### src/logic/mapper_pkg.sv
`default_nettype none

package mapper_pkg;

    localparam int num_regions = 8;

    // register map
    localparam logic [4:0] reg_data_hi = 5'd0;
    localparam logic [4:0] reg_data_lo = 5'd1;
    localparam logic [4:0] reg_sys     = 5'd2;  // bit 0 cpu reset, bit 1 halt
    localparam logic [4:0] reg_snd     = 5'd3;  // latch towards the sound cpu
    localparam logic [4:0] reg_ipl     = 5'd4;
    localparam logic [4:0] reg_ctrl    = 5'd5;  // transfer opcode in [1:0]
    localparam logic [4:0] reg_rdaddr  = 5'd7;  // 7..9
    localparam logic [4:0] reg_wraddr  = 5'd10; // 10..12
    localparam logic [4:0] reg_dout_hi = 5'd13;
    localparam logic [4:0] reg_dout_lo = 5'd14;
    localparam logic [4:0] reg_region  = 5'd16; // size at even, base at odd index

    typedef enum logic [1:0] {
        op_none  = 2'b00,
        op_write = 2'b01,
        op_read  = 2'b10
    } xfer_op_t;

    typedef enum logic [1:0] {
        st_idle,
        st_request,
        st_access
    } xfer_state_t;

endpackage

`default_nettype wire

### src/logic/xfer_if.sv
`timescale 1ns/100ps
`default_nettype none

interface xfer_if import mapper_pkg::*; ();

    logic        start;     // single cycle, only while not busy
    xfer_op_t    op;
    logic [23:1] rd_addr;
    logic [23:1] wr_addr;
    logic [15:0] wr_data;
    logic        busy;
    logic        done;      // single cycle
    logic [15:0] rd_data;   // valid with done

    modport regs (
        output start, op, rd_addr, wr_addr, wr_data,
        input  busy, done, rd_data
    );

    modport engine (
        input  start, op, rd_addr, wr_addr, wr_data,
        output busy, done, rd_data
    );

endinterface

`default_nettype wire

### src/logic/mapper_regs.sv
`timescale 1ns/100ps
`default_nettype none

module mapper_regs import mapper_pkg::*; (
    input  logic       clk,
    input  logic       rst,
    // main cpu
    input  logic [5:1] cpu_addr,
    input  logic [7:0] cpu_dout,
    input  logic       cpu_asn,
    input  logic [1:0] cpu_dsn,
    input  logic       cpu_rnw,
    input  logic       none,
    input  logic [2:0] cpu_fc,
    // mcu
    input  logic [4:0] mcu_addr,
    input  logic [7:0] mcu_dout,
    input  logic       mcu_wr,
    output logic [7:0] mcu_din,
    // sound cpu
    input  logic       sndmap_wr,
    input  logic [7:0] sndmap_din,
    input  logic       sndmap_rd,
    output logic [7:0] sndmap_dout,
    output logic       sndmap_pbf,
    output logic       snd_intn,
    input  logic       inta,
    output logic [7:0] regs [0:31],
    output logic       mcu_owns,
    xfer_if.regs       x
);

logic       cpu_wr_cond;
logic       cpu_wr_last;
logic       wr_en;
logic [4:0] wr_idx;
logic [7:0] wr_dat;
logic       rd_pend;    // transfer in flight is a read
logic [7:0] snd_latch;

// lower byte write to the mapper itself, never during an interrupt acknowledge
assign cpu_wr_cond = ~cpu_asn & ~cpu_dsn[0] & ~cpu_rnw & none & ~&cpu_fc;

// the mcu takes the port, the cpu is locked out once the mcu has written
always_comb begin
    if (mcu_wr) begin
        wr_en  = 1'b1;
        wr_idx = mcu_addr;
        wr_dat = mcu_dout;
    end else begin
        wr_en  = cpu_wr_cond & ~cpu_wr_last & ~mcu_owns;
        wr_idx = cpu_addr;
        wr_dat = cpu_dout;
    end
end

assign x.op      = xfer_op_t'(wr_dat[1:0]);
assign x.start   = wr_en && wr_idx == reg_ctrl && !x.busy &&
                   (x.op == op_write || x.op == op_read);
assign x.rd_addr = {regs[reg_rdaddr][6:0], regs[reg_rdaddr+1], regs[reg_rdaddr+2]};
assign x.wr_addr = {regs[reg_wraddr][6:0], regs[reg_wraddr+1], regs[reg_wraddr+2]};
assign x.wr_data = {regs[reg_data_hi], regs[reg_data_lo]};

assign sndmap_dout = regs[reg_snd];

always_ff @(posedge clk) begin
    if (rst) begin
        for (int i = 0; i < 32; i++) begin
            regs[i] <= 8'd0;
        end
        regs[reg_ipl] <= 8'd7;
        mcu_owns      <= 1'b0;
        cpu_wr_last   <= 1'b0;
        rd_pend       <= 1'b0;
        sndmap_pbf    <= 1'b0;
        snd_intn      <= 1'b1;
    end else begin
        cpu_wr_last <= cpu_wr_cond;
        if (mcu_wr) mcu_owns <= 1'b1;  // stays until reset
        if (x.done) begin
            rd_pend <= 1'b0;
            if (rd_pend) {regs[reg_data_hi], regs[reg_data_lo]} <= x.rd_data;
        end
        if (x.start) rd_pend <= x.op == op_read;
        if (wr_en) begin
            regs[wr_idx] <= wr_dat;
            if (wr_idx == reg_snd) sndmap_pbf <= 1'b1;
        end
        if (sndmap_rd) sndmap_pbf <= 1'b0;
        if (inta) regs[reg_ipl][2:0] <= 3'b111;
        // there is no mcu read strobe, presenting address 3 reads the latch
        if (mcu_addr[1:0] == 2'd3 && !mcu_wr) snd_intn <= 1'b1;
        if (sndmap_wr) snd_intn <= 1'b0;
    end
end

always_ff @(posedge clk) begin
    if (sndmap_wr) snd_latch <= sndmap_din;
end

// mcu read port, one cycle behind the address
always_ff @(posedge clk) begin
    case (mcu_addr[1:0])
        2'd0: mcu_din <= regs[reg_data_hi];
        2'd1: mcu_din <= regs[reg_data_lo];
        2'd2: mcu_din <= {1'b0, x.busy, sndmap_pbf, 2'b00, 1'b1,
                          ~regs[reg_sys][1], ~regs[reg_sys][0]};
        default: mcu_din <= snd_latch;
    endcase
end

endmodule

`default_nettype wire

### src/logic/region_decode.sv
`timescale 1ns/100ps
`default_nettype none

module region_decode import mapper_pkg::*; (
    input  logic [23:1]            addr,
    input  logic [2:0]             fc,
    input  logic [7:0]             regs [0:31],
    output logic [num_regions-1:0] active,
    output logic                   none,
    output logic [1:0]             dtack_code
);

logic [num_regions-1:0] hit;

// compare width follows the size code: 64k, 128k, 512k, 2M
function automatic logic region_match(input logic [7:0] size, input logic [7:0] base,
                                      input logic [23:1] a);
    case (size[1:0])
        2'd0:    return a[23:16] == base;
        2'd1:    return a[23:17] == base[7:1];
        2'd2:    return a[23:19] == base[7:3];
        default: return a[23:21] == base[7:5];
    endcase
endfunction

for (genvar i = 0; i < num_regions; i++) begin : g_hit
    assign hit[i] = region_match(regs[reg_region + 2*i], regs[reg_region + 2*i + 1], addr);
end

always_comb begin
    active     = '0;
    dtack_code = 2'd0;
    // walk down so the lowest matching region is the last one kept
    for (int i = num_regions - 1; i >= 0; i--) begin
        if (hit[i]) begin
            active     = '0;
            active[i]  = 1'b1;
            dtack_code = regs[reg_region + 2*i][3:2];
        end
    end
    none = ~|hit;
    if (&fc) begin  // interrupt acknowledge
        active     = '0;
        none       = 1'b0;
        dtack_code = 2'd0;
    end
end

endmodule

`default_nettype wire

### src/logic/dtack_gen.sv
`timescale 1ns/100ps
`default_nettype none

module dtack_gen (
    input  logic       clk,
    input  logic       rst,
    input  logic       asn,
    input  logic [1:0] dtack_code,
    output logic       dtackn
);

logic [2:0] chain;  // chain[n] falls n+1 cycles after asn

always_ff @(posedge clk) begin
    if (rst || asn) begin
        chain <= 3'b111;
    end else begin
        chain <= {chain[1:0], 1'b0};
    end
end

// code 3 would use the external pin, here it behaves as code 0
always_comb begin
    case (dtack_code)
        2'd1:    dtackn = chain[1];
        2'd2:    dtackn = chain[2];
        default: dtackn = chain[0];
    endcase
end

endmodule

`default_nettype wire

### src/logic/bus_xfer.sv
`timescale 1ns/100ps
`default_nettype none

module bus_xfer import mapper_pkg::*; (
    input  logic        clk,
    input  logic        rst,
    input  logic        bus_grant,
    input  logic [15:0] bus_dout,
    output logic        bus_rq,
    output logic        bus_mcu,
    output logic        bus_asn,
    output logic        xfer_rnw,
    output logic [23:1] xfer_addr,
    output logic [15:0] xfer_data,
    xfer_if.engine      x
);

localparam logic [2:0] last_beat = 3'd6;  // asn low for seven cycles

xfer_state_t state;
xfer_op_t    op_q;
logic [2:0]  wait_cnt;
logic        end_beat;

assign end_beat = state == st_access && wait_cnt == last_beat;
assign bus_rq   = state != st_idle;
assign bus_mcu  = state == st_access;
assign bus_asn  = state != st_access;
assign xfer_rnw = op_q == op_read;
assign x.busy   = bus_rq;

always_ff @(posedge clk) begin
    if (rst) begin
        state    <= st_idle;
        op_q     <= op_none;
        wait_cnt <= 3'd0;
        x.done   <= 1'b0;
    end else begin
        x.done <= end_beat;
        case (state)
            st_idle: begin
                if (x.start) begin
                    state <= st_request;
                    op_q  <= x.op;
                end
            end
            st_request: begin
                if (bus_grant) begin
                    state    <= st_access;
                    wait_cnt <= 3'd0;
                end
            end
            st_access: begin
                wait_cnt <= wait_cnt + 3'd1;
                if (end_beat) state <= st_idle;
            end
            default: state <= st_idle;
        endcase
    end
end

always_ff @(posedge clk) begin
    if (state == st_idle && x.start) begin
        xfer_addr <= x.op == op_read ? x.rd_addr : x.wr_addr;
        xfer_data <= x.wr_data;
    end
    if (end_beat) x.rd_data <= bus_dout;  // sampled as asn goes back high
end

endmodule

`default_nettype wire

### src/logic/irq_ctrl.sv
`timescale 1ns/100ps
`default_nettype none

module irq_ctrl #(
    parameter int mcu_int_len = 512
) (
    input  logic       clk,
    input  logic       rst,
    input  logic       vint,
    input  logic       pxl_cen,
    input  logic [2:0] cpu_fc,
    input  logic       cpu_asn,
    input  logic       mcu_owns,
    input  logic [2:0] ipl_reg,
    output logic [2:0] cpu_ipln,
    output logic       cpu_vpan,
    output logic       inta,
    output logic       vint_intn
);

localparam int cnt_w = $clog2(mcu_int_len + 1);

logic             last_vint;
logic             pend;
logic [cnt_w-1:0] cnt;  // pixel pulses left on the mcu interrupt
logic             vint_rise;

assign vint_rise = vint & ~last_vint;
assign inta      = &cpu_fc & ~cpu_asn;
assign cpu_vpan  = ~inta;  // autovector
assign vint_intn = cnt == '0;
assign cpu_ipln  = mcu_owns ? ipl_reg : (pend ? 3'b011 : 3'b111);

always_ff @(posedge clk) begin
    if (rst) begin
        last_vint <= 1'b0;
        pend      <= 1'b0;
        cnt       <= '0;
    end else begin
        last_vint <= vint;
        if (inta) begin
            pend <= 1'b0;
        end else if (vint_rise) begin
            pend <= 1'b1;
        end
        if (vint_rise) begin
            cnt <= cnt_w'(mcu_int_len);
        end else if (cnt != '0 && pxl_cen) begin
            cnt <= cnt - 1'b1;
        end
    end
end

endmodule

`default_nettype wire

### src/logic/mapper_top.sv
`timescale 1ns/100ps
`default_nettype none

module mapper_top import mapper_pkg::*; #(
    parameter int mcu_int_len = 512
) (
    input  logic        clk,
    input  logic        rst,
    input  logic        pxl_cen,
    input  logic        vint,
    // 68000
    input  logic [23:1] cpu_addr,
    input  logic [15:0] cpu_dout,
    input  logic [1:0]  cpu_dsn,
    input  logic        cpu_asn,
    input  logic        cpu_rnw,
    input  logic [2:0]  cpu_fc,
    output logic        cpu_dtackn,
    output logic [2:0]  cpu_ipln,
    output logic        cpu_vpan,
    output logic        cpu_rst,
    output logic        cpu_haltn,
    // system bus
    output logic [23:1] addr_out,
    output logic [15:0] bus_din,
    input  logic [15:0] bus_dout,
    output logic        bus_asn,
    output logic        bus_rnw,
    output logic [1:0]  bus_dsn,
    output logic        bus_rq,
    input  logic        bus_grant,
    output logic        bus_mcu,
    output logic [7:0]  active,
    output logic        none,
    output logic [15:0] mapper_dout,
    // sound cpu
    input  logic        sndmap_rd,
    input  logic        sndmap_wr,
    input  logic [7:0]  sndmap_din,
    output logic [7:0]  sndmap_dout,
    output logic        sndmap_pbf,
    // mcu
    input  logic [4:0]  mcu_addr,
    input  logic [7:0]  mcu_dout,
    input  logic        mcu_wr,
    output logic [7:0]  mcu_din,
    output logic [1:0]  mcu_intn
);

logic [7:0]  regs [0:31];
logic        mcu_owns;
logic        inta;
logic        snd_intn;
logic        vint_intn;
logic [1:0]  dtack_code;
logic        xfer_asn;
logic        xfer_rnw;
logic [23:1] xfer_addr;
logic [15:0] xfer_data;
logic        rst_aux;

xfer_if xbus ();

// the transfer engine owns the bus while bus_mcu is high
assign addr_out    = bus_mcu ? xfer_addr : cpu_addr;
assign bus_din     = bus_mcu ? xfer_data : cpu_dout;
assign bus_asn     = bus_mcu ? xfer_asn  : cpu_asn;
assign bus_rnw     = bus_mcu ? xfer_rnw  : cpu_rnw;
assign bus_dsn     = bus_mcu ? 2'b00     : cpu_dsn;  // word access
assign mapper_dout = {regs[reg_dout_hi], regs[reg_dout_lo]};
assign cpu_haltn   = ~regs[reg_sys][1];
assign mcu_intn    = {snd_intn, vint_intn};

// cpu reset lags the request by two clocks
always_ff @(posedge clk) begin
    {cpu_rst, rst_aux} <= {rst_aux, rst | regs[reg_sys][0]};
end

mapper_regs u_regs (
    .clk         (clk),
    .rst         (rst),
    .cpu_addr    (cpu_addr[5:1]),
    .cpu_dout    (cpu_dout[7:0]),
    .cpu_asn     (cpu_asn),
    .cpu_dsn     (cpu_dsn),
    .cpu_rnw     (cpu_rnw),
    .none        (none),
    .cpu_fc      (cpu_fc),
    .mcu_addr    (mcu_addr),
    .mcu_dout    (mcu_dout),
    .mcu_wr      (mcu_wr),
    .mcu_din     (mcu_din),
    .sndmap_wr   (sndmap_wr),
    .sndmap_din  (sndmap_din),
    .sndmap_rd   (sndmap_rd),
    .sndmap_dout (sndmap_dout),
    .sndmap_pbf  (sndmap_pbf),
    .snd_intn    (snd_intn),
    .inta        (inta),
    .regs        (regs),
    .mcu_owns    (mcu_owns),
    .x           (xbus.regs)
);

region_decode u_decode (
    .addr       (addr_out),
    .fc         (cpu_fc),
    .regs       (regs),
    .active     (active),
    .none       (none),
    .dtack_code (dtack_code)
);

dtack_gen u_dtack (
    .clk        (clk),
    .rst        (rst),
    .asn        (cpu_asn),
    .dtack_code (dtack_code),
    .dtackn     (cpu_dtackn)
);

bus_xfer u_xfer (
    .clk       (clk),
    .rst       (rst),
    .bus_grant (bus_grant),
    .bus_dout  (bus_dout),
    .bus_rq    (bus_rq),
    .bus_mcu   (bus_mcu),
    .bus_asn   (xfer_asn),
    .xfer_rnw  (xfer_rnw),
    .xfer_addr (xfer_addr),
    .xfer_data (xfer_data),
    .x         (xbus.engine)
);

irq_ctrl #(
    .mcu_int_len (mcu_int_len)
) u_irq (
    .clk       (clk),
    .rst       (rst),
    .vint      (vint),
    .pxl_cen   (pxl_cen),
    .cpu_fc    (cpu_fc),
    .cpu_asn   (cpu_asn),
    .mcu_owns  (mcu_owns),
    .ipl_reg   (regs[reg_ipl][2:0]),
    .cpu_ipln  (cpu_ipln),
    .cpu_vpan  (cpu_vpan),
    .inta      (inta),
    .vint_intn (vint_intn)
);

endmodule

`default_nettype wire

### config.mk
export PLATFORM = sky130hd
export DESIGN_NAME = mapper_top
export DESIGN_NICKNAME = d
export VERILOG_FILES = /design/src/logic/mapper_pkg.sv /design/src/logic/xfer_if.sv /design/src/logic/mapper_regs.sv /design/src/logic/region_decode.sv /design/src/logic/dtack_gen.sv /design/src/logic/bus_xfer.sv /design/src/logic/irq_ctrl.sv /design/src/logic/mapper_top.sv
export SDC_FILE = /design/constraint.sdc
export NUM_CORES = 1
export LEC_CHECK = 0
export BUFFER_PORTS_ARGS = -buffer_cell sky130_fd_sc_hd__clkbuf_2
export CAP_MARGIN = 20
export CORE_ASPECT_RATIO = 1.4
export CORE_MARGIN = 10
export CORE_UTILIZATION = 60
export DETAILED_ROUTE_END_ITERATION = 6
export GPL_TIMING_DRIVEN = 0
export PLACE_DENSITY = 0.86
export SLEW_MARGIN = 20
export SYNTH_ARGS = -nofsm -noshare
export SYNTH_HDL_FRONTEND = slang
export SYNTH_SLANG_ARGS = --single-unit
### constraint.sdc
create_clock -name clk -period 12 [get_ports clk]
set_clock_uncertainty 0.05 [all_clocks]
set_input_delay 3.6 -clock clk [delete_from_list [all_inputs] [get_ports clk]]
set_output_delay 3.6 -clock clk [all_outputs]
set_load 0.005 [all_outputs]
==> impl_summary.md, run 1 <==
Die
After floorplanning, the core was divided into 64 placement rows. The die covers between 20000 and 30000 sq um. The placeable core region is roughly 22000 sq um.

Measured along the y axis, the die boundary spans between 150 and 200 um. Measured along the x axis, the die boundary spans 146 um. The initial utilization of the core area, before any placement, comes to 61.2%.

The top-level port count is around 190.

Global routing
The met2 capacity usage during global routing is between 40% and 50%. Entering global routing, the biggest net connects 30 pins. The total overflow left after global routing is 0. The initial antenna violation count was 0. The first global-routing pass estimated 60600 um of wire. For this run, global-route usage on met3 was measured as 4.29%.

Global routing used 30.2% of the available met1 tracks. Across every metal layer, demand over resource in global routing totals around a quarter. The via count of the first global-routing pass came to around 11000.

The busiest metal layer after global routing is met2.

STA
The worst hold slack is about 0.28 ns. The final number of max-transition violations came to 0. The transition time of the tightest slew-check pin is between 1 and 1.5 ns. The final clock period utilization by the worst path is 87.0%. Setup repair after global routing left no endpoint under its margin.

Based on the critical path, the design can be clocked at up to about 0.096 GHz. The worst relative slew slack is approximately a third. The final critical-path required period is 10.44 ns. The number of failing hold endpoints at the final stage is 0.

The final setup violation count is 0. The post-route setup TNS is 0 ns.

Clock network
Hold repair after CTS inserted 0 buffers. The clock insertion delay at the later pin of the skew report is 0.57 ns. Counting the buffers created by CTS gives 28. The deepest clock path buffer count is 3. The number of sinks handled by clock tree synthesis is between 200 and 300.

In this run the clock root is driven by a sky130_fd_sc_hd__clkbuf_16. The maximum level of the CTS H-tree is 1. Once the clock tree was built, the setup fixing pass inserted 0 buffers.

The number of resized instances in the post-cts repair step is 0. The TritonCTS clock tree is built. The clock-pin slew on the worst setup and hold paths is roughly 0.060 ns.

Synthesis
The post-synthesis async set-or-reset flop share is 0%. During synthesis, Yosys emitted a total of 0 warnings. The synthesized design spends more area on one cell type than any other, namely sky130_fd_sc_hd__dfxtp_1. The number of flops mapped to enable cells by yosys is between 60 and 70.

By area the synthesized netlist is led by sky130_fd_sc_hd__dfxtp_1 (34%), sky130_fd_sc_hd__edfxtp_1 (14%), sky130_fd_sc_hd__mux2i_1 (12%), sky130_fd_sc_hd__nand2b_1 (6.1%), sky130_fd_sc_hd__nand2_1 (4.4%). The cell area after synthesis is between 10000 and 15000 sq um. In this run, distinct cell masters in the synthesized netlist total 68. Synthesis produced a netlist with a net count of approximately 1400. The post-synthesis sequential element count is about 290.

Synthesis handed over a netlist of approximately 1300 instances. The average footprint of a synthesized cell is around 10 sq um. Summed over its instances, the top area cell type makes up between 30% and 40% of the synthesized netlist area. For this run, the leading register cell type out of synthesis is sky130_fd_sc_hd__dfxtp_1. The post-synthesis sequential area ratio is a little under half.

Route
The via density per instance is about 5.9. The post-route DRC violation count is 0. The total iterations of the first detailed-routing run is 7. For this block, the routed nets add up to approximately 40000 um of wire.

The number of DRC markers after the initial detailed-route iteration is between 800 and 900. The number of vias in the routed layout is ~11000. The average detailed-routed wire length per instance is between 20 and 25 um. The number of antenna-violating nets in the routed design is 0.

Finish
The count of inserted antenna diode cells is 0. The final core utilization is 71.3%. The fraction of final layout cells with drive strength greater than 1 is 22.1%. The final-stage net count is about 1600. The non-filler instance count after layout is approximately 1800.

From synthesis to final layout, the design area changed by 16.5%.

Critical path
Broken down by cell family, the worst path's largest delay share belongs to simple AND/OR/NAND/NOR gates. The critical path startpoint category is a primary input. The slowest stage of the critical path belongs to the cell sky130_fd_sc_hd__nor4_2. The capturing element type of the critical path is an output port. The critical path goes through clkbuf_2, mux2i_4, xor2_1, nand3_1, nor4_2, nor3b_1, a211oi_1, o31a_1, ha_1, o21ai_0, clkbuf_2.

For this run, the slowest stage of the critical path takes about 0.9 ns. The maximum fanout count along the critical path is 9. The path type of the worst setup path is primary input to output port. The arrival time at the worst endpoint is just under 7 ns. The required time of the critical path is ~8.4 ns. The most numerous cell on the critical path is sky130_fd_sc_hd__clkbuf_2. The critical path contains buffers and inverters numbering 2 combined. The slack of the worst reg-to-reg path is 7.40 ns.

Pwr
The power share of the clock group is roughly two fifths. The net switching power is 540 uW. The static leakage power is 6.51 nW.

The design internal power is approximately 1.6 mW. Combinational cells account for 11.4% of the total power. The design draws 2.13 mW. The switching power as a share of total power is around a quarter.

The largest vdd supply drop is roughly 140 uV. Power spread over the standard cell area amounts to ~140 nW/um^2. In this run, flip-flops and latches consume between 40% and 50% of the power.

Worst hold path
In this run the worst hold path is classified as flip-flop to flip-flop.

Place
The total half-perimeter wirelength after legalization and detailed placement is between 20000 and 30000 um. In this run, placement finished with an instance count of roughly 1800. The weighted congestion at the end of routability-driven global placement is about 0.93. The count of buffers added on input and output ports is about 180.

Flow run
The number of maximum-capacitance violations is 0.

Run status
The run finished with clean final reports.
[Yosys cell counts, types with 11 or more instances]
cell type	n
sky130_fd_sc_hd__inv_1	27
sky130_fd_sc_hd__a21o_1	15
sky130_fd_sc_hd__xor2_1	42
sky130_fd_sc_hd__a311oi_1	24
sky130_fd_sc_hd__edfxtp_1	63
sky130_fd_sc_hd__nand2b_1	130
sky130_fd_sc_hd__nand3_1	13
sky130_fd_sc_hd__mux2_2	27
sky130_fd_sc_hd__o21ai_0	14
sky130_fd_sc_hd__buf_2	14
sky130_fd_sc_hd__a21oi_1	56
sky130_fd_sc_hd__nor2_1	34
sky130_fd_sc_hd__xnor2_1	25
sky130_fd_sc_hd__clkbuf_1	60
sky130_fd_sc_hd__or2_2	11
sky130_fd_sc_hd__nand2_1	156
sky130_fd_sc_hd__mux2i_1	160
sky130_fd_sc_hd__buf_1	15
sky130_fd_sc_hd__dfxtp_1	225
sky130_fd_sc_hd__buf_4	33
sky130_fd_sc_hd__and2_1	17
sky130_fd_sc_hd__a211oi_1	23
sky130_fd_sc_hd__nor3_1	16
[layout make-up]
class | count | area, sq um
Sequential cell | 288 | 6400
Multi-Input combinational cell | 876 | 6300
Fill cell | 1595 | 6290
Timing Repair Buffer | 185 | 941
Clock buffer | 37 | 785
Buffer | 124 | 631
Tap cell | 297 | 372
Clock inverter | 14 | 118
Inverter | 28 | 105
[worst paths after layout]
path,startpoint,endpoint,cells after the start
min,rst_aux$_DFF_P_,cpu_rst$_DFF_P_,0
max,cpu_addr[22],cpu_dtackn,11
min reg2reg,rst_aux$_DFF_P_,cpu_rst$_DFF_P_,0
max reg2reg,u_xfer.state[0]$_SDFFE_PP0P_,flip-flop,12
[cell usage in the layout (no fill, tap or decap), drive strengths merged, types with 6 or more instances in the layout]
cell type | netlist | layout
nand3b | 8 | 8
inv | 28 | 28
xnor2 | 25 | 25
nor2b | 8 | 8
o31ai | 6 | 6
dfxtp | 225 | 225
clkinv | 0 | 13
mux2 | 27 | 27
buf | 64 | 65
mux2i | 168 | 168
nand2b | 131 | 131
o21ai | 17 | 17
ha | 7 | 7
nand2 | 156 | 156
edfxtp | 63 | 63
a21o | 15 | 15
a211oi | 23 | 23
a311oi | 24 | 24
nor2 | 34 | 34
clkbuf | 60 | 281
nand3 | 13 | 13
or4 | 6 | 6
or2 | 12 | 12
a21oi | 57 | 57
and2 | 18 | 18
xor2 | 42 | 42
a21boi | 6 | 6
nor3 | 16 | 16
[power groups by stage]
| stage | logic (mW) | registers [mW] | clock network, mW |
|---|---|---|---|
| floorplan | 0.153 | 1.04 | 0 |
| finish | 0.243 | 1.03 | 0.862 |
| CTS | 0.241 | 1.03 | 0.858 |
| global placement | 0.231 | 1.05 | 0 |
| detailed placement | 0.238 | 1.05 | 0 |
| global route | 0.263 | 1.03 | 0.897 |
[metal layers]
layer,routed length [um],vias to the layer above
met2,19100,586
met5,0,-
met1,14800,5207
met4,2600,0
met3,3140,155
li1,-,4951
[per-stage QoR]
stage / cell area, sq um / worst slack [ns]
after floorplan: 13400 / 2.52
after global placement: 14700 / 1.82
after detailed placement: 14700 / 1.79
after CTS: 15700 / 1.72
after global routing: 15700 / 1.32
final: 15700 / 1.56
[logic make-up (layout without fill, tap and decap cells)]
| logic type | count (synthesis) | count (layout) | share of synthesized area [%] |
|---|---|---|---|
| AOI/OAI and AO/OA | 177 | 177 | 9.26 |
| xor gates and xnor gates | 67 | 67 | 4.37 |
| adders and majority gates | 7 | 7 | 0.652 |
| buffers and inverters | 152 | 388 | 5.48 |
| DFF | 288 | 288 | 47.6 |
| muxes | 199 | 199 | 16.2 |
| and+or+nand+nor | 426 | 426 | 16.4 |
(Power assumes the default switching activity.)
==> inputs of run 2 (changes only) <==
--- a/config.mk
+++ b/config.mk
@@ -11,4 +11,5 @@
 export CORE_MARGIN = 10
 export CORE_UTILIZATION = 60
+export CTS_CLUSTER_DIAMETER = 30
 export DETAILED_ROUTE_END_ITERATION = 6
 export GPL_TIMING_DRIVEN = 0
==> constraint.sdc (replaced) <==
create_clock -name clk -period 12 [get_ports clk]
set_clock_uncertainty 0.05 [all_clocks]
set_input_delay 3.6 -clock clk [delete_from_list [all_inputs] [get_ports clk]]
set_output_delay 3.6 -clock clk [all_outputs]
set_load 0.01 [all_outputs]
==> impl_summary.md, run 2 (synthesized netlist as in run 1, its figures left out) <==
Finish
The final core utilization came to 73.8% (+2.4 points). The area overhead of the layout relative to synthesis is 20.5%. The final-stage net count is 1644 (+0.92%). The post-route cell area is 16200 sq um (+3.4%). The library cell used most frequently in the layout, excluding fill and tap cells, is sky130_fd_sc_hd__dfxtp_1. Leaving out fill and tap cells, the most frequent cells in the layout are sky130_fd_sc_hd__dfxtp_1 (225), sky130_fd_sc_hd__clkbuf_2 (184), sky130_fd_sc_hd__mux2i_1 (160).

The non-filler instance count after layout was 1878 (+1.6%). The count of inserted antenna diode cells is 0 (unchanged). The fraction of final layout cells with drive strength greater than 1 is 23.5% (+1.4 points).

Critical path
The worst stage delay on the critical path is 0.83 ns (-0.07 ns). The slowest stage cell on the critical path is sky130_fd_sc_hd__nor4_2. The maximum fanout count along the critical path is 9 (unchanged). The critical path startpoint category is a primary input. The signal on the critical path passes through clkbuf_2, mux2i_4, xor2_1, a22oi_1, nor4_2, nor3b_1, a211oi_1, o31a_1, ha_1, o21ai_0, clkbuf_2.

The category of cells accounting for the largest share of critical-path delay is simple AND/OR/NAND/NOR gates. The path type of the worst setup path is primary input to output port. STA classifies the critical path endpoint as an output port. The arrival time at the worst endpoint is 6.68 ns (-0.11 ns). The combined buffer and inverter count along the critical path came to 2 (unchanged). The required time of the critical path came to 8.35 ns (about the same). In this design, the critical path's most frequently occurring cell is sky130_fd_sc_hd__clkbuf_2.

Global routing
The met2 capacity usage during global routing came to 46.3% (+1.5 points). The met3 global-route usage is 5.09% (+0.80 points). The via count of the first global-routing pass is 11403 (+2.5%).

The largest net degree at the start of global routing is 30 (unchanged). After global routing, the most crowded layer is met2. The global-route wire length before repair is 62100 um (+2.4%).

The residual overflow from global routing is 0 (unchanged). The global routing met1 resource utilization came to 30.4% (+0.23 points). The overall track demand over capacity in global routing is 27.0% (+0.68 points). The initial antenna violation count is 0 (unchanged).

Clock network
The post-CTS repair timing setup buffer count is 0 (unchanged). The number of buffers created by CTS was 43 (+54%). The maximum level of the CTS H-tree is 2 (+1). The clock-pin slew on the worst setup and hold paths is 0.06 ns (about the same). The number of resized instances in the post-cts repair step is 0 (unchanged). TritonCTS built the clock tree. The cts-stage hold buffer count is 0 (unchanged).

The root buffer cell chosen for the clock tree is sky130_fd_sc_hd__clkbuf_16. The number of sinks handled by clock tree synthesis is 288 (unchanged). The clock insertion delay at the later pin of the skew report was 0.54 ns (-0.03 ns). The deepest clock path buffer count is 3 (unchanged).

STA
The maximum achievable frequency is 0.0968 GHz (+1.1%). The worst-case setup margin in the final layout is 1.67 ns (+0.111 ns). Setup repair after global routing left no endpoint under its margin. The worst relative slew slack is 35.8% (+3.2 points). The final number of max-transition violations is 0 (unchanged).

The transition time of the tightest slew-check pin is 0.956 ns (-0.0479 ns). The worst hold slack is 0.294 ns (+0.00944 ns). The final setup violation count is 0 (unchanged). The final critical-path required period is 10.33 ns (-0.111 ns). The number of failing hold endpoints at the final stage was 0 (unchanged). The final clock period utilization by the worst path is 86.1% (-0.93 points). The post-route setup TNS is 0 ns (unchanged).

Place
The weighted congestion at the end of routability-driven global placement is 0.935 (unchanged). The total half-perimeter wirelength after legalization and detailed placement was 28700 um (unchanged). The cell count after placement is 1798 (unchanged).

The port buffer count is 184 (unchanged). The worst slack at placement is 1.77 ns (-0.0190 ns). The post-detailed-placement cell area is 14700 sq um (unchanged).

Route
The number of DRC markers after the initial detailed-route iteration is 1053 (+19%). The number of vias in the routed layout is 11088 (+1.7%). The average detailed-routed wire length per instance was 21.6 um (+0.76%). The total wire length after detailed routing is 40600 um (+2.3%). The post-route DRC violation count is 0 (unchanged).

The via density per instance is 5.90 (+0.16%). The number of antenna-violating nets in the routed design is 0 (unchanged). The total iterations of the first detailed-routing run is 5 (-2).

Die
The number of core rows is 64 (unchanged). The initial cell density of the core is 61.2% (unchanged). The top-level port count is 187 (unchanged). The die width is 146 um (unchanged).

The vertical die dimension is 197 um (unchanged). The total die area is 28900 sq um (unchanged). The placeable core region came to 21900 sq um (unchanged).

Pwr
The largest vdd supply drop is 138 uV (-0.18%). The static leakage power was 6.76 nW (+3.9%). The post-layout total power came to 2.52 mW (+18%).

The total power divided by cell area is 156 nW/um^2 (+14%).

Worst hold path
The worst min-delay path class is flip-flop to flip-flop.

Flow run
The number of maximum-capacitance violations was 0 (unchanged).

Run status
The run finished with clean final reports.
run 2: cell types whose count changed in the layout (fill, tap and decap cells not counted):
cell / previous run / this run
sky130_fd_sc_hd__clkinv_2: 6 / 2
sky130_fd_sc_hd__clkbuf_1: 64 / 66
sky130_fd_sc_hd__bufinv_16: 1 / 3
sky130_fd_sc_hd__clkinv_8: 0 / 1
sky130_fd_sc_hd__clkinv_16: 1 / 0
sky130_fd_sc_hd__inv_8: 0 / 1
sky130_fd_sc_hd__clkbuf_16: 28 / 44
sky130_fd_sc_hd__clkinvlp_4: 0 / 3
sky130_fd_sc_hd__clkinv_1: 5 / 3
sky130_fd_sc_hd__clkinv_4: 1 / 3
sky130_fd_sc_hd__inv_6: 0 / 10
sky130_fd_sc_hd__inv_4: 0 / 2
sky130_fd_sc_hd__clkbuf_8: 5 / 2
run 2: worst register-to-register path, cell delays in order (launching register included):
cell and delay (ns):
sky130_fd_sc_hd__dfxtp_1 0.41, sky130_fd_sc_hd__nand2b_2 0.19, sky130_fd_sc_hd__buf_12 0.18, sky130_fd_sc_hd__mux2i_4 0.65
sky130_fd_sc_hd__xnor2_1 0.23, sky130_fd_sc_hd__a211oi_1 0.07, sky130_fd_sc_hd__o211ai_1 0.56, sky130_fd_sc_hd__nand3_1 0.24
sky130_fd_sc_hd__buf_2 0.25, sky130_fd_sc_hd__o41ai_2 0.51, sky130_fd_sc_hd__and2_2 0.52, sky130_fd_sc_hd__buf_12 0.27
run 2: worst paths after layout:
check / from / end / slack (ns) / cells after the start
max: cpu_addr[20] / cpu_dtackn / 1.67 / 11
max reg2reg: u_xfer.state[0]$_SDFFE_PP0P_ / u_xfer.xfer_addr[13]$_DFFE_PP_ / 7.54 / 11
min reg2reg: rst_aux$_DFF_P_ / cpu_rst$_DFF_P_ / 0.29 / 0
min: rst_aux$_DFF_P_ / cpu_rst$_DFF_P_ / 0.29 / 0
run 2: layout make-up:
type | instances | area [sq um]
Clock buffer | 52 | 1150
Inverter | 28 | 105
Tap cell | 297 | 372
Buffer | 124 | 631
Clock inverter | 28 | 288
Timing Repair Buffer | 185 | 941
Multi-Input combinational cell | 876 | 6300
Fill cell | 1491 | 5750
Sequential cell | 288 | 6400
run 2: per-layer routing:
metal	vias to the layer above	share of wire, %
li1	4996	-
met1	5290	37
met2	629	49
met3	173	8.3
met4	0	6.0
met5	-	0
run 2: report_power, final:
part | total [mW] | switching (mW) | internal (mW) | leakage (nW)
Sequential | 1.03 | 0.0156 | 1.01 | 2.45
Combinational | 0.250 | 0.151 | 0.0983 | 3.61
Clock | 1.24 | 0.479 | 0.764 | 0.699
==> inputs of run 3 (changes only) <==
BUFFER_PORTS_ARGS = -buffer_cell sky130_fd_sc_hd__buf_4   (was -buffer_cell sky130_fd_sc_hd__clkbuf_2)
==> impl_summary.md, run 3 (synthesized netlist as in run 1, its figures left out) <==
STA
Setup repair after global routing left no endpoint under its margin. The final critical-path required period is 10.32 ns (-0.00807 ns). The final setup violation count is 0 (unchanged). The worst relative slew slack is 36.4% (+0.59 points). The final clock period utilization by the worst path is 86.0% (about the same).

The maximum achievable frequency is 0.0969 GHz (about the same). The number of failing hold endpoints at the final stage came to 0 (unchanged). The transition time of the tightest slew-check pin is 0.944 ns (-0.0113 ns). The post-route setup TNS came to 0 ns (unchanged). The final number of max-transition violations was 0 (unchanged).

Critical path
The origin of the critical flop-to-flop path is u_xfer.state[0]$_SDFFE_PP0P_. The combined buffer and inverter count along the critical path came to 3 (+1). The depth of the worst register-to-register path is 11 (unchanged). By instance count, the cell type seen most on the critical path is sky130_fd_sc_hd__buf_4. The arrival time at the worst endpoint is 6.67 ns (about the same). The path type of the worst setup path is primary input to output port. The slowest stage cell on the critical path is sky130_fd_sc_hd__or4_1. The slack of the worst reg-to-reg path came to 7.48 ns (-0.06 ns). The critical path launch point is cpu_addr[16]. The maximum fanout count along the critical path is 9 (unchanged). The cell family contributing the most delay on the critical path is compound AO/OA/AOI/OAI gates. The signal on the critical path passes through buf_4, mux2i_4, mux2i_1, a31oi_1, or4_1, buf_2, nand4_1, a211oi_1, o31a_1, ha_1, a22oi_1, o21ai_0, buf_4.

The number of cells on the critical path came to 13 (+2). The worst stage delay on the critical path is 0.58 ns (-0.25 ns). The required time of the critical path came to 8.35 ns (about the same).

The capturing element type of the critical path is an output port. The critical path startpoint category is a primary input. The worst register-to-register path ends at u_xfer.xfer_addr[21]$_DFFE_PP_.

Worst hold path
The hold path depth is 0 (unchanged). The worst hold path begins at rst_aux$_DFF_P_. The terminating pin of the worst hold path is cpu_rst$_DFF_P_.

The min-delay analysis places its worst path in the category flip-flop to flip-flop.

Die
The die width is 146 um (unchanged). The top-level port count is 187 (unchanged). The number of core rows is 64 (unchanged).

The total die area was 28900 sq um (unchanged). The placeable core region came to 21900 sq um (unchanged). The initial cell density of the core is 61.2% (unchanged). The vertical die dimension is 197 um (unchanged).

Pwr
The largest vdd supply drop is 120 uV (-13%). The static leakage power was 6.86 nW (+1.5%). The total power divided by cell area is 151 nW/um^2 (-3.3%).

Global routing
The global-route wire length before repair is 63100 um (+1.6%). The overall track demand over capacity in global routing is 27.5% (+0.55 points). The via count of the first global-routing pass came to 11409 (+0.053%). The largest net degree at the start of global routing is 29 (-3.3%). The residual overflow from global routing was 0 (unchanged). The initial antenna violation count is 1 (+1).

Route
The post-route DRC violation count came to 0 (unchanged). The number of antenna-violating nets in the routed design came to 0 (unchanged). The total iterations of the first detailed-routing run came to 5 (unchanged). The number of vias in the routed layout was 11084 (-0.036%). The total wire length after detailed routing came to 41200 um (+1.7%).

The average detailed-routed wire length per instance is 22.0 um (+1.9%). The number of DRC markers after the initial detailed-route iteration is 1042 (-1.0%). The via density per instance came to 5.91 (+0.12%).

Clock network
The clock-pin slew on the worst setup and hold paths is 0.06 ns (about the same). The clock insertion delay at the later pin of the skew report was 0.53 ns (about the same). The cell sitting at the root of the clock tree is a sky130_fd_sc_hd__clkbuf_16. The number of buffers created by CTS is 42 (-2.3%). The number of sinks handled by clock tree synthesis is 288 (unchanged). The post-CTS repair timing setup buffer count is 0 (unchanged). The number of resized instances in the post-cts repair step came to 0 (unchanged). The cts-stage hold buffer count came to 0 (unchanged). The TritonCTS clock tree is built. The deepest clock path buffer count is 3 (unchanged). The maximum level of the CTS H-tree is 2 (unchanged).

Place
The weighted congestion at the end of routability-driven global placement is 0.961 (+2.7%). The cell count after placement is 1798 (unchanged). The total half-perimeter wirelength after legalization and detailed placement is 28900 um (+0.54%). The port buffer count was 184 (unchanged).

Finish
The fraction of final layout cells with drive strength greater than 1 is 23.8% (+0.31 points). In the layout the commonest cells are sky130_fd_sc_hd__dfxtp_1 (225), sky130_fd_sc_hd__buf_4 (217), sky130_fd_sc_hd__mux2i_1 (160). The non-filler instance count after layout is 1875 (-0.16%). Compared with the post-synthesis result, the final layout area differs by 23.6%.

The final-stage net count is 1643 (-0.061%). The library cell used most frequently in the layout, excluding fill and tap cells, is sky130_fd_sc_hd__dfxtp_1. The final core utilization is 75.7% (+1.9 points).

Flow run
The number of maximum-capacitance violations is 0 (unchanged).

Run status
The run finished with clean final reports.
## run 3: layout make-up
type | instances | area (sq um)
diodes | 1 | 2.50
clock inverters | 29 | 250
well taps | 297 | 372
repair buffers | 185 | 1400
flip-flops and latches | 288 | 6400
inverters | 28 | 105
clock buffers | 47 | 1140
fillers | 1479 | 5340
plain buffers | 124 | 631
multi-input cells | 876 | 6300
## run 3: how the worst max path moves through the flow
stage                      end  slack, ns
global placement    cpu_dtackn       1.81
global route        cpu_dtackn       1.49
finish              cpu_dtackn       1.68
detailed placement  cpu_dtackn       1.75
floorplan           cpu_dtackn       2.42
CTS                 cpu_dtackn       1.73
## run 3: per-stage QoR
step	power (mW)	area (sq um)	hold slack, ns	setup slack [ns]
CTS	2.50	16600	0.289	1.73
floorplan	1.20	13400	0.260	2.42
finish	2.50	16600	0.291	1.68
global placement	1.30	15200	0.262	1.81
detailed placement	1.31	15200	0.268	1.75
global route	2.56	16600	0.304	1.49
## run 3: where the power goes
part	leakage, nW	total (mW)	internal [mW]	switching, mW
sequential	2.45	1.03	1.01	0.0162
clock	0.672	1.21	0.709	0.497
combinational	3.73	0.266	0.114	0.151
total	6.86	2.50	1.84	0.664
## run 3: routing by layer
| metal | vias up | track usage (%) | routed length (um) |
|---|---|---|---|
| met3 | 133 | 4.95 | 3250 |
| met2 | 623 | 48.6 | 20700 |
| met5 | - | 0 | 0 |
| li1 | 5005 | - | - |
| met1 | 5323 | 30.7 | 15200 |
| met4 | 0 | 15.5 | 2100 |
